$ cat src/rtl/vdiv_pkg.sv
// Vector divide definitions

package vdiv_pkg;

    // bfloat16 element format
    localparam int EXP_WIDTH  = 8;
    localparam int MANT_WIDTH = 7;
    localparam int FP_WIDTH   = 1 + EXP_WIDTH + MANT_WIDTH;
    localparam int EXP_BIAS   = (1 << (EXP_WIDTH - 1)) - 1;

    // Lanes per vector and packed vector width
    localparam int NUM_LANES = 4;
    localparam int VEC_WIDTH = NUM_LANES * FP_WIDTH;

    // Integer divider sizing
    // Dividend is hidden bit, mantissa and MANT_WIDTH+2 zero bits
    localparam int DIV_SIZE   = 2 * MANT_WIDTH + 3;
    // Leading quotient bits that need no divider step
    localparam int DIV_SKIP   = MANT_WIDTH + 1;
    localparam int DIV_CYCLES = DIV_SIZE - DIV_SKIP;

endpackage
$ cat src/rtl/vdiv_unit.sv
// Vector bfloat16 divide unit
`timescale 1ns/10ps

module vdiv_unit (
    input  logic                           CLK,
    input  logic                           nRST,
    input  logic                           start,
    input  logic [vdiv_pkg::VEC_WIDTH-1:0] a_vec,
    input  logic [vdiv_pkg::VEC_WIDTH-1:0] b_vec,
    output logic                           busy,
    output logic                           done,
    output logic [vdiv_pkg::VEC_WIDTH-1:0] result_vec
);
    import vdiv_pkg::*;

    logic                 lane_en;
    logic [NUM_LANES-1:0] lane_done;
    logic [VEC_WIDTH-1:0] lane_result;
    logic [VEC_WIDTH-1:0] op_a;
    logic [VEC_WIDTH-1:0] op_b;

    vdiv_collector i_collector (
        .CLK        (CLK),
        .nRST       (nRST),
        .start      (start),
        .a_vec      (a_vec),
        .b_vec      (b_vec),
        .lane_done  (lane_done),
        .lane_result(lane_result),
        .lane_en    (lane_en),
        .op_a       (op_a),
        .op_b       (op_b),
        .busy       (busy),
        .done       (done),
        .result_vec (result_vec)
    );

    // One divide lane per element, all started together
    for (genvar i = 0; i < NUM_LANES; i++) begin : g_lane
        fp_div i_fp_div (
            .CLK   (CLK),
            .nRST  (nRST),
            .en    (lane_en),
            .a     (op_a[i*FP_WIDTH +: FP_WIDTH]),
            .b     (op_b[i*FP_WIDTH +: FP_WIDTH]),
            .result(lane_result[i*FP_WIDTH +: FP_WIDTH]),
            .done  (lane_done[i])
        );
    end

endmodule

$ cat src/rtl/vdiv_collector.sv
// Vector start and result collection
`timescale 1ns/10ps

module vdiv_collector (
    input  logic                            CLK,
    input  logic                            nRST,
    input  logic                            start,
    input  logic [vdiv_pkg::VEC_WIDTH-1:0]  a_vec,
    input  logic [vdiv_pkg::VEC_WIDTH-1:0]  b_vec,
    input  logic [vdiv_pkg::NUM_LANES-1:0]  lane_done,
    input  logic [vdiv_pkg::VEC_WIDTH-1:0]  lane_result,
    output logic                            lane_en,
    output logic [vdiv_pkg::VEC_WIDTH-1:0]  op_a,
    output logic [vdiv_pkg::VEC_WIDTH-1:0]  op_b,
    output logic                            busy,
    output logic                            done,
    output logic [vdiv_pkg::VEC_WIDTH-1:0]  result_vec
);
    import vdiv_pkg::*;

    logic                 accept;
    logic [NUM_LANES-1:0] pending;
    logic [NUM_LANES-1:0] still_pending;
    logic [VEC_WIDTH-1:0] a_q;
    logic [VEC_WIDTH-1:0] b_q;

    // Starts while busy are dropped
    assign accept  = start && !busy;
    assign lane_en = accept;

    // Lanes see live operands in the accept cycle, the latched copy after that
    assign op_a = accept ? a_vec : a_q;
    assign op_b = accept ? b_vec : b_q;

    always_ff @(posedge CLK) begin
        if (accept) begin
            a_q <= a_vec;
            b_q <= b_vec;
        end
    end

    assign still_pending = pending & ~lane_done;

    // Busy until every lane has reported, then one done pulse
    always_ff @(posedge CLK, negedge nRST) begin
        if (!nRST) begin
            busy    <= 1'b0;
            done    <= 1'b0;
            pending <= '0;
        end else begin
            done <= 1'b0;
            if (accept) begin
                busy    <= 1'b1;
                pending <= '1;
            end else if (busy) begin
                pending <= still_pending;
                if (still_pending == '0) begin
                    busy <= 1'b0;
                    done <= 1'b1;
                end
            end
        end
    end

    // Lane results are valid only during their done pulse
    always_ff @(posedge CLK, negedge nRST) begin
        if (!nRST) begin
            result_vec <= '0;
        end else begin
            for (int i = 0; i < NUM_LANES; i++) begin
                if (lane_done[i]) begin
                    result_vec[i*FP_WIDTH +: FP_WIDTH] <= lane_result[i*FP_WIDTH +: FP_WIDTH];
                end
            end
        end
    end

endmodule

$ cat src/rtl/fp_div.sv
// Single lane bfloat16 divide
`timescale 1ns/10ps

module fp_div (
    input  logic                          CLK,
    input  logic                          nRST,
    input  logic                          en,
    input  logic [vdiv_pkg::FP_WIDTH-1:0] a,
    input  logic [vdiv_pkg::FP_WIDTH-1:0] b,
    output logic [vdiv_pkg::FP_WIDTH-1:0] result,
    output logic                          done
);
    import vdiv_pkg::*;

    logic                  sign_a;
    logic                  sign_b;
    logic                  sign_q;
    logic [EXP_WIDTH-1:0]  exp_a;
    logic [EXP_WIDTH-1:0]  exp_b;
    logic [MANT_WIDTH-1:0] mant_a;
    logic [MANT_WIDTH-1:0] mant_b;

    logic a_zero, b_zero;
    logic a_inf, b_inf;
    logic a_nan, b_nan;
    logic is_nan, is_inf, is_zero;
    logic skip_div;
    logic is_ovf, is_sub;

    logic                  div_en;
    logic                  div_done;
    logic [DIV_SIZE-1:0]   quotient;
    logic                  next_done;
    logic                  done_pulsed;

    logic [EXP_WIDTH:0]    exp_raw;
    logic [EXP_WIDTH:0]    exp_norm;
    logic [MANT_WIDTH-1:0] mant_q;

    assign {sign_a, exp_a, mant_a} = a;
    assign {sign_b, exp_b, mant_b} = b;
    assign sign_q = sign_a ^ sign_b;

    // Operand classes, subnormals are taken as zero
    assign a_zero = (exp_a == '0);
    assign b_zero = (exp_b == '0);
    assign a_inf  = (&exp_a) && (mant_a == '0);
    assign b_inf  = (&exp_b) && (mant_b == '0);
    assign a_nan  = (&exp_a) && (mant_a != '0);
    assign b_nan  = (&exp_b) && (mant_b != '0);

    // Special results, 0/0 and inf/inf give NaN
    assign is_nan   = a_nan || b_nan || (a_zero && b_zero) || (a_inf && b_inf);
    assign is_inf   = !is_nan && (a_inf || b_zero);
    assign is_zero  = !is_nan && !is_inf && (a_zero || b_inf);
    assign skip_div = is_nan || is_inf || is_zero;

    // Done is a single pulse from either the special path or the divider
    assign next_done = (en && skip_div) || div_done;

    always_ff @(posedge CLK, negedge nRST) begin
        if (!nRST) begin
            done        <= 1'b0;
            done_pulsed <= 1'b0;
        end else begin
            done        <= next_done && !done_pulsed;
            done_pulsed <= done_pulsed ? 1'b0 : next_done;
        end
    end

    // Mantissa divide with hidden bits, dividend padded for extra quotient bits
    assign div_en = en && !skip_div;

    int_divider #(
        .SIZE(DIV_SIZE),
        .SKIP(DIV_SKIP)
    ) i_int_divider (
        .CLK   (CLK),
        .nRST  (nRST),
        .en    (div_en),
        .x     ({!a_zero, mant_a, {(MANT_WIDTH + 2){1'b0}}}),
        .y     ({{(MANT_WIDTH + 2){1'b0}}, !b_zero, mant_b}),
        .result(quotient),
        .done  (div_done)
    );

    // Biased exponent, one extra bit catches wrap below zero
    assign exp_raw = {1'b0, exp_a} - {1'b0, exp_b} + (EXP_WIDTH + 1)'(EXP_BIAS);

    // Normalize on the quotient MSB and round by adding the first dropped bit
    always_comb begin
        if (exp_raw == '0) begin
            mant_q   = quotient[MANT_WIDTH+2:3] + quotient[2];
            exp_norm = exp_raw;
        end else if (exp_raw == (EXP_WIDTH + 1)'(1)) begin
            // Only survives when the quotient is already in [1,2)
            mant_q   = quotient[MANT_WIDTH+1:2] + quotient[1];
            exp_norm = {{EXP_WIDTH{1'b0}}, quotient[MANT_WIDTH+2]};
        end else if (quotient[MANT_WIDTH+2]) begin
            mant_q   = quotient[MANT_WIDTH+1:2] + quotient[1];
            exp_norm = exp_raw;
        end else begin
            mant_q   = quotient[MANT_WIDTH:1] + quotient[0];
            exp_norm = exp_raw - 1'b1;
        end
    end

    // Overflow only when a large exponent is divided by a small one
    assign is_ovf = !skip_div && exp_a[EXP_WIDTH-1] && !exp_b[EXP_WIDTH-1]
                    && (exp_norm > (EXP_WIDTH + 1)'((1 << EXP_WIDTH) - 2));
    assign is_sub = exp_norm[EXP_WIDTH] || (exp_norm == '0);

    // NaN first, then infinity, then flush to zero
    always_comb begin
        if (is_nan) begin
            result = {sign_q, {EXP_WIDTH{1'b1}}, 1'b1, {(MANT_WIDTH - 1){1'b0}}};
        end else if (is_inf || is_ovf) begin
            result = {sign_q, {EXP_WIDTH{1'b1}}, {MANT_WIDTH{1'b0}}};
        end else if (is_zero || is_sub) begin
            result = {sign_q, {EXP_WIDTH{1'b0}}, {MANT_WIDTH{1'b0}}};
        end else begin
            result = {sign_q, exp_norm[EXP_WIDTH-1:0], mant_q};
        end
    end

endmodule

$ cat src/rtl/int_divider.sv
// Restoring integer divider
`timescale 1ns/10ps

module int_divider #(
    parameter int SIZE = vdiv_pkg::DIV_SIZE,
    parameter int SKIP = vdiv_pkg::DIV_SKIP
) (
    input  logic            CLK,
    input  logic            nRST,
    input  logic            en,
    input  logic [SIZE-1:0] x,
    input  logic [SIZE-1:0] y,
    output logic [SIZE-1:0] result,
    output logic            done
);
    localparam int CYCLES = SIZE - SKIP;
    localparam int CNT_W  = $clog2(CYCLES + 1);

    logic [SIZE-1:0]   rem;
    logic [CYCLES:0]   dvd;
    logic [CYCLES-1:0] quo;
    logic [CNT_W-1:0]  count;

    logic [SIZE-1:0]   src_rem;
    logic [CYCLES:0]   src_dvd;
    logic [CYCLES-1:0] src_quo;
    logic [SIZE:0]     shifted;
    logic [SIZE:0]     diff;
    logic              ge;
    logic [SIZE-1:0]   rem_next;

    // The top SKIP-1 dividend bits are smaller than any normalized divisor,
    // so they go straight into the partial remainder and the first real
    // step happens in the load cycle
    assign src_rem = en ? (x >> (CYCLES + 1)) : rem;
    assign src_dvd = en ? x[CYCLES:0] : dvd;
    assign src_quo = en ? '0 : quo;

    // One restoring step: shift in the next dividend bit, subtract if it fits
    assign shifted  = {src_rem, src_dvd[CYCLES]};
    assign diff     = shifted - {1'b0, y};
    assign ge       = (shifted >= {1'b0, y});
    assign rem_next = ge ? diff[SIZE-1:0] : shifted[SIZE-1:0];

    always_ff @(posedge CLK) begin
        if (en || (count != '0)) begin
            rem <= rem_next;
            dvd <= {src_dvd[CYCLES-1:0], 1'b0};
            quo <= {src_quo[CYCLES-2:0], ge};
        end
    end

    // Step counter, done rises CYCLES clocks after en is raised
    always_ff @(posedge CLK, negedge nRST) begin
        if (!nRST) begin
            count <= '0;
            done  <= 1'b0;
        end else if (en) begin
            count <= CNT_W'(CYCLES - 1);
            done  <= 1'b0;
        end else if (count != '0) begin
            count <= count - 1'b1;
            done  <= (count == CNT_W'(1));
        end else begin
            done <= 1'b0;
        end
    end

    // Last quotient bit comes from the step logic on the held remainder
    assign result = {{(SKIP - 1){1'b0}}, quo, ge};

endmodule

$ cat config.mk
export PLATFORM = sky130hd
export DESIGN_NAME = vdiv_unit
export DESIGN_NICKNAME = d
export VERILOG_FILES = /design/src/rtl/vdiv_pkg.sv /design/src/rtl/vdiv_unit.sv /design/src/rtl/vdiv_collector.sv /design/src/rtl/fp_div.sv /design/src/rtl/int_divider.sv
export SDC_FILE = /design/constraint.sdc
export NUM_CORES = 1
export LEC_CHECK = 0
export BUFFER_PORTS_ARGS = -buffer_cell sky130_fd_sc_hd__buf_2
export CAP_MARGIN = 10
export CORE_ASPECT_RATIO = 1.2
export CORE_MARGIN = 2
export CORE_UTILIZATION = 65
export CTS_BUF_LIST = sky130_fd_sc_hd__clkbuf_8
export DETAILED_ROUTE_END_ITERATION = 7
export PLACE_DENSITY = 0.86
export RECOVER_POWER = 100
export SLEW_MARGIN = 20
export SYNTH_ARGS = -nofsm -noshare
export SYNTH_HDL_FRONTEND = slang
export SYNTH_SLANG_ARGS = --single-unit
$ cat constraint.sdc
create_clock -name CLK -period 18.75 [get_ports CLK]
set_input_delay 1.875 -clock CLK [delete_from_list [all_inputs] [get_ports CLK]]
set_output_delay 1.875 -clock CLK [all_outputs]
set_load 0.01 [all_outputs]
==> metrics.log, run 1 <==
INFO  metric pin_count_of_the_biggest_net_entering_global_routing = 64
INFO  metric path_max_fanout = between 50 and 60
INFO  metric fp.dieArea = 34,600 um^2
INFO  metric post_synth_inst_count = 2,432
INFO  metric synth_async_sr_flop_share = 28.8%
INFO  metric area_growth = 10.3%
INFO  metric antenna_violating_nets_post_route = 0
INFO  metric synth_edf_count = 104
INFO  metric synthesis.area = 21,500 um^2
INFO  metric min_delay_path_depth = 2
INFO  metric slew_viol_final = 440
INFO  metric fin_crit = 12.59 ns
INFO  metric die_h = 203 um
INFO  metric boundaryPins = 197
INFO  metric cts_resized = 0
INFO  metric final_hold_viol_count = 0
INFO  metric crit_type = in -> reg
INFO  metric layoutNonFillerInstCount = 3,060
INFO  metric placedCellCount = 2,954
INFO  metric place.port_buffers = approximately 200
INFO  metric synth_fp_nets = around 2,700
INFO  metric share_of_post_route_cells_with_drive_strength_above_1 = 10.9%
INFO  metric synth.yosys.seq_area_share = 37.4%
INFO  metric timing.setup.tns = 0 ns
INFO  metric totalWireLength = between 50,000 and 60,000 um
INFO  metric routed_wire_length_per_instance = roughly 18 um
INFO  metric grt_pass1_vias = 18,900
INFO  metric detailedRoute.firstPassIterationCount = 5
INFO  metric grt_use_total = 31.9%
INFO  metric fin_skew = between 0.03 and 0.04 ns
INFO  metric max_cap_violations = 12
INFO  metric number_of_drc_violations_after_detailed_routing = 0
INFO  metric reg2reg_slack = around 7.0 ns
INFO  metric global_route_wire_length_before_repair = about 90,000 um
INFO  metric worst_r2r_path_depth = 21
INFO  metric num-nets-final = 2,852
INFO  metric tritoncts.num_buffers = 54
INFO  metric starting_density_of_the_core = 66.3%
INFO  metric critical_path_sink_type = flop
INFO  metric cts_htree_levels = 2
INFO  metric fin_crit_sh = about two thirds
INFO  metric timing.hold.worst.class = reg -> reg
INFO  metric crit_arrival = 13.12 ns
INFO  metric core.rowCount = 72
INFO  metric ys_seq_elements = 326
INFO  metric drtIter0Drc = 1,466
INFO  metric globalplace.congestion = 0.949
INFO  metric hold_buffers = 0
INFO  metric setup-violations-final = 0
INFO  metric failed_checks = capacitance limit, slew limit
INFO  metric ctsLongestPathBuffers = 3
INFO  metric synthDominantAreaCellType = edfxtp_1
INFO  metric rsz0062_at_grt = false
INFO  metric synth_cell_types = between 90 and 100
INFO  metric fp.dieW = 170 um
INFO  metric dpl.hpwl = roughly 41,000 um
INFO  metric insertion_delay = 0.62 ns
INFO  metric drt-vias-per-instance = approximately 6.3
INFO  metric synth_area_leaders = edfxtp_1, dfxtp_1, dfrtp_1
INFO  metric most_used_dff_post_synth = dfxtp_1
INFO  metric gr-total-overflow = 0
INFO  metric status = finished with violations
INFO  metric worstSetupStartpointType = primary input
INFO  metric clockRootBuffer = clkbuf_8
INFO  metric cts.sinks = between 300 and 400
INFO  metric num_vias = about 19,000
INFO  metric initial_antenna_violation_count = 5
INFO  metric fmax = 79.4 MHz
INFO  metric synthDominantCellAreaShare = 14.5%
INFO  metric max_slew.worst_pin.slew = roughly 3.6 ns
INFO  metric maxSlewHeadroom = -143%
INFO  metric cts.clk_slew.worst_paths = 0.07 ns
INFO  metric cp_data_required_time = 19.27 ns
INFO  metric cts_setup_buffers = 0
INFO  metric cts_tree = yes
INFO  metric fp.coreArea = 32,400 um^2
INFO  metric yosys_warnings = 0
INFO  metric postSynthAreaPerCell = 8.84 um^2
[cell usage after synthesis (15+ instances only)]
library cell and n:
a211oi_1 22, a21boi_0 15, a21o_1 20, a21oi_1 106, a311oi_1 18, a31oi_1 21
and2_1 48, and3_1 28, buf_2 23, clkbuf_1 63, dfrtp_1 94, dfxtp_1 128
edfxtp_1 104, ha_1 110, inv_1 172, mux2_2 39, mux2i_1 100, nand2_1 278
nand2b_1 29, nand3_1 72, nand4_1 50, nor2_1 185, nor2b_1 30, nor3_1 59
nor4_1 46, o211ai_1 29, o21ai_0 114, o22a_1 23, o22ai_1 25, or3_1 17
xnor2_1 70, xor2_1 56
[final cells by class]
class	count	area, um^2
Multi-Input combinational cell	1834	12300
Fill cell	2482	8710
Sequential cell	326	8040
Timing Repair Buffer	214	967
Clock buffer	70	963
Inverter	173	649
Tap cell	407	509
Clock inverter	32	270
Antenna cell	4	10.0
[state kept, by name (all words and copies together), names as in the netlist]
| name | flops |
|---|---|
| g_lane.i_fp_div.done | 4 |
| g_lane.i_fp_div.i_int_divider.count | 16 |
| g_lane.i_fp_div.i_int_divider.done | 4 |
| g_lane.i_fp_div.i_int_divider.quo | 36 |
| g_lane.i_fp_div.i_int_divider.rem | 68 |
| i_collector.a_q | 64 |
| i_collector.b_q | 64 |
| i_collector.busy | 1 |
| i_collector.done | 1 |
| i_collector.pending | 4 |
| i_collector.result_vec | 64 |
[layout by cell type (no fill, tap or decap), drive strengths merged, types with 20 or more instances in the layout]
master	Yosys	routed
a21oi	106	106
inv	172	181
a211oi	24	24
and2	49	49
edfxtp	104	104
mux2i	100	100
o22ai	25	25
o22a	23	23
a31oi	22	22
buf	36	129
nand2b	29	29
a21o	20	20
nor2	185	185
dfxtp	128	128
o21ai	117	117
mux2	39	39
and3	28	28
ha	110	110
nor2b	30	30
dfrtp	94	94
nand3	72	72
nand2	282	282
clkbuf	63	155
o211ai	29	29
xnor2	70	70
xor2	56	56
nand4	51	51
nor4	49	49
nor3	61	61
[worst paths after layout]
check / start / to
worst max register to register: i_collector.busy / i_collector.result_vec[38]
worst max-delay path: start / i_collector.result_vec[38]
max in group asynchronous: nRST / i_collector.result_vec[60]
min in group asynchronous: nRST / i_collector.result_vec[42]
worst min-delay path: i_collector.a_q[63] / i_collector.a_q[63]
worst min register to register: i_collector.a_q[63] / i_collector.a_q[63]
[logic make-up (layout without fill, tap and decap cells)]
kind of cell | Yosys count | after routing | synth area share (%)
AOI/OAI and AO/OA | 534 | 534 | 17.2
xor gates and xnor gates | 126 | 126 | 5.13
adders and majority gates | 118 | 118 | 7.15
buffers and inverters | 272 | 489 | 5.06
DFF | 326 | 326 | 37.4
muxes | 139 | 139 | 6.70
other | 0 | 4 | 0
and+or+nand+nor | 917 | 917 | 21.4
[critical path: stages]
cell and delay (ns):
clkbuf_1 0.23, nand2b_1 1.39, clkbuf_1 2.36, clkbuf_1 1.98
a31oi_1 0.38, nand4_1 0.39, or2_0 1.21, o21ai_0 0.38
ha_1 0.44, a21o_1 0.18, a21oi_1 0.17, o22ai_1 0.10
nor2_1 0.22, o221ai_1 0.23, ha_1 0.31, ha_1 0.26
nand3_1 0.12, xnor2_1 0.13, a21oi_1 0.07, a311oi_1 0.32
o211ai_1 0.11, o21ai_0 0.17
[metal layers]
| metal | up-vias | global-route usage (%) | share of wire (%) |
|---|---|---|---|
| met3 | 181 | 5.08 | 5.9 |
| met1 | 9153 | 38.6 | 40 |
| met4 | 6 | 14.3 | 4.2 |
| met2 | 745 | 55.8 | 49 |
| met5 | - | 0 | 0.065 |
| li1 | 9191 | - | - |
[per-stage QoR]
stage | util (%) | instance area [um^2] | hold slack [ns] | setup WS (ns)
finish | 73.2 | 23700 | 0.467 | 6.16
global route | 73.1 | 23700 | 0.496 | 5.42
CTS | 73.8 | 23900 | 0.471 | 10.01
detailed placement | 70.0 | 22700 | 0.455 | 9.40
global placement | 70.0 | 22700 | 0.445 | 9.67
floorplan | - | 21500 | 0.435 | 10.94
Power of run 1 is not shown: default switching activity piles up to over one toggle a cycle in this logic, so the estimate is an artifact.
==> inputs of run 2 (changes only) <==
- ABC_AREA: unset -> 1
- CORE_UTILIZATION: 65 -> 63
- PLACE_DENSITY: 0.86 -> 0.84
- clock period: 18.75 -> 11.8 ns (I/O delays scaled with it)
==> run 2 against run 1 <==
- the flow still finishes with violations (capacitance limit, slew limit)
- wire length shrank 2.2%
- synthesized cell count up 28%
- setup slack lost 3.6 ns
- final cell count rose by 24%
- sequential cell count unchanged
- synthesized area rose by 3.2%
- via count is 7.2% higher
- die area rose by 6.4%
- sequential share of layout area decreased by 0.46 points
- register-to-register slack got worse by 4.1 ns
- first-iteration DRC count decreased by 9.1%
- global-route usage fell by 2.4 points
==> metrics.log, run 2 <==
INFO  metric status = finished with violations
INFO  metric failed_checks = capacitance limit, slew limit
INFO  metric hold-worst-slack = 0.462 ns
INFO  metric cts_resized = 0
INFO  metric cts_setup_buffers = 0
INFO  metric starting_density_of_the_core = 63.8%
INFO  metric timing.critical_path.slowest_stage_cell = clkinvlp_2
INFO  metric num-nets-final = 3,535
INFO  metric timing.setup.tns = 0 ns
INFO  metric seqCellArea = 8040 um^2
INFO  metric cts_htree_levels = 2
INFO  metric min_delay_path_depth = 2
INFO  metric area_growth = 8.35%
INFO  metric critical_path_sink_type = flop
INFO  metric fp.dieArea = roughly 37,000 um^2
INFO  metric ys_seq_elements = 326
INFO  metric timing.critical_path.slowest_cell_delay = 1.31 ns
INFO  metric tritoncts.num_buffers = 53
INFO  metric path_max_fanout = about 120
INFO  metric cts.sinks = 326
INFO  metric boundaryPins = 197
INFO  metric synth.yosys.seq_area_share = 36.2%
INFO  metric multi_input_comb_area = approximately 12,000 um^2
INFO  metric setup-violations-final = 0
INFO  metric number_of_drc_violations_after_detailed_routing = 0
INFO  metric clockRootBuffer = clkbuf_8
INFO  metric filler_cell_count = 2,981
INFO  metric sink_of_the_worst_hold_path = i_collector.a_q[5]
INFO  metric share_of_post_route_cells_with_drive_strength_above_1 = 9.13%
INFO  metric postSynthAreaPerCell = 7.14 um^2
INFO  metric synth_edf_count = ~100
INFO  metric totalWireLength = roughly 54,000 um
INFO  metric final_hold_viol_count = 0
INFO  metric fin_skew = between 0.01 and 0.015 ns
INFO  metric synthDominantAreaCellType = nand2_1
INFO  metric startpoint = start
INFO  metric crit_arrival = approximately 9.7 ns
INFO  metric critical_path_most_common_cell = nand2_1
INFO  metric worst_hold_startpoint = i_collector.a_q[5]
INFO  metric synthesis.area = ~22,000 um^2
INFO  metric reg2reg_slack = 2.87 ns
INFO  metric regMostFlops = g_lane.i_fp_div.i_int_divider.rem
INFO  metric synth_cell_types = 64
INFO  metric gr-total-overflow = 0
INFO  metric worst_r2r_path_depth = 32
INFO  metric synth_fp_nets = 3,357
INFO  metric synthTopCellsByCount = nand2_1, inv_1, nor2_1, nand3_1, o21ai_0
INFO  metric reg2reg_to = i_collector.result_vec[20]
INFO  metric drtIter0Drc = 1,332
INFO  metric grt_use_total = 29.5%
INFO  metric rsz0062_at_grt = false
INFO  metric crit_type = in -> reg
INFO  metric maxSlewHeadroom = -92.6%
INFO  metric core.rowCount = 75
INFO  metric max_cap_violations = 3
INFO  metric globalplace.congestion = 0.948
INFO  metric cts.clk_slew.worst_paths = approximately 0.06 ns
INFO  metric fp.dieW = 175 um
INFO  metric initial_antenna_violation_count = 2
INFO  metric num_vias = 20,700
INFO  metric routed_wire_length_per_instance = 14.3 um
INFO  metric synth_async_sr_flop_share = slightly below 30%
INFO  metric hold_buffers = 0
INFO  metric cts_tree = yes
INFO  metric fp.coreArea = 34,800 um^2
INFO  metric worstSetupStartpointType = primary input
INFO  metric post_synth_inst_count = 3,108
INFO  metric insertion_delay = 0.61 ns
INFO  metric ctsLongestPathBuffers = 3
INFO  metric detailedRoute.firstPassIterationCount = 6
INFO  metric yosys_warnings = 0
INFO  metric most_used_dff_post_synth = dfxtp_1
INFO  metric fin_crit = approximately 9.2 ns
INFO  metric slew_viol_final = 97
INFO  metric die_h = 210 um
INFO  metric cp_data_required_time = about 12 ns
INFO  metric max_slew.worst_pin.slew = 2.89 ns
INFO  metric place.port_buffers = 196
INFO  metric grt_pass1_vias = about 20,000
INFO  metric antenna_violating_nets_post_route = 0
INFO  metric mostFrequentLayoutCell = nand2_1
INFO  metric timing.hold.worst.class = reg -> reg
INFO  metric drt-vias-per-instance = 5.44
INFO  metric pin_count_of_the_biggest_net_entering_global_routing = 117
INFO  metric dpl.hpwl = 40,900 um
INFO  metric fin_crit_sh = 77.9%
INFO  metric synthMostInstantiatedCell = nand2_1
INFO  metric final_cell_mix = nand2_1, inv_1, nor2_1, o21ai_0, nand3_1
INFO  metric fmax = 109 MHz
INFO  metric largest_register_ffs = 68
INFO  metric synth_area_leaders = nand2_1, edfxtp_1, dfxtp_1
INFO  metric synthDominantCellAreaShare = about 15%
INFO  metric global_route_wire_length_before_repair = 91,300 um
INFO  metric rr_startpoint = i_collector.busy
[run 2: layout make-up]
type,instances,share of cell area [%]
multi-input combinational,2230,48.4
sequential,326,33.4
inverter,476,7.44
clock buffer,67,3.83
timing repair buffer,199,3.80
tap,462,2.40
clock inverter,33,0.713
antenna,2,0.0208
[run 2: worst max-delay path by stage]
stage                                 end  slack (ns)  cells after the start
6_report       i_collector.result_vec[20]        2.60                     32
5_1_grt        i_collector.result_vec[20]        1.69                     32
4_1_cts        i_collector.result_vec[20]        4.11                     31
3_5_place_dp   i_collector.result_vec[20]        3.45                     31
3_3_place_gp   i_collector.result_vec[20]        3.77                     31
2_1_floorplan  i_collector.result_vec[20]        6.07                     33
[run 2: per-layer routing]
| metal | vias up | GRT usage (%) | part of all wire (%) |
|---|---|---|---|
| met3 | 150 | 4.42 | 6.0 |
| met1 | 9545 | 34.6 | 40 |
| met2 | 658 | 53.8 | 50 |
| li1 | 10300 | - | - |
| met4 | 0 | 11.8 | 3.6 |
| met5 | - | 0 | 0 |
[run 2: kinds of logic (layout without fill, tap and decap cells)]
group	Yosys count	in the layout	share of synthesized area, %
other	0	2	0
AOI/OAI and AO/OA	418	418	11.0
and+or+nand+nor	1568	1568	30.3
adders and majority gates	118	118	6.92
xor gates and xnor gates	125	125	4.93
buffers and inverters	552	775	10.6
DFF	326	326	36.2
muxes	1	1	0.0507
[run 2: through the flow]
stage          cells  cell area (um^2)  setup slack (ns)  utilization (%)
6_report        3795             24100              2.60             69.1
5_1_grt         3793             24000              1.69             69.1
4_1_cts         3793             24300              4.11             69.9
3_5_place_dp    3693             23200              3.45             66.8
3_3_place_gp    3693             23200              3.77             66.8
2_1_floorplan   3108             22200              6.07                -
[run 2: critical path: cells and delay by family]
kind / cells / cell delay, ns
XOR/XNOR: 1 / 0.19
buffers and inverters: 5 / 2.77
AO/OA/AOI/OAI: 7 / 1.27
adder cells (fa/ha/maj): 3 / 0.87
AND/OR/NAND/NOR: 16 / 3.30
Power of run 2 is left out for the same reason.
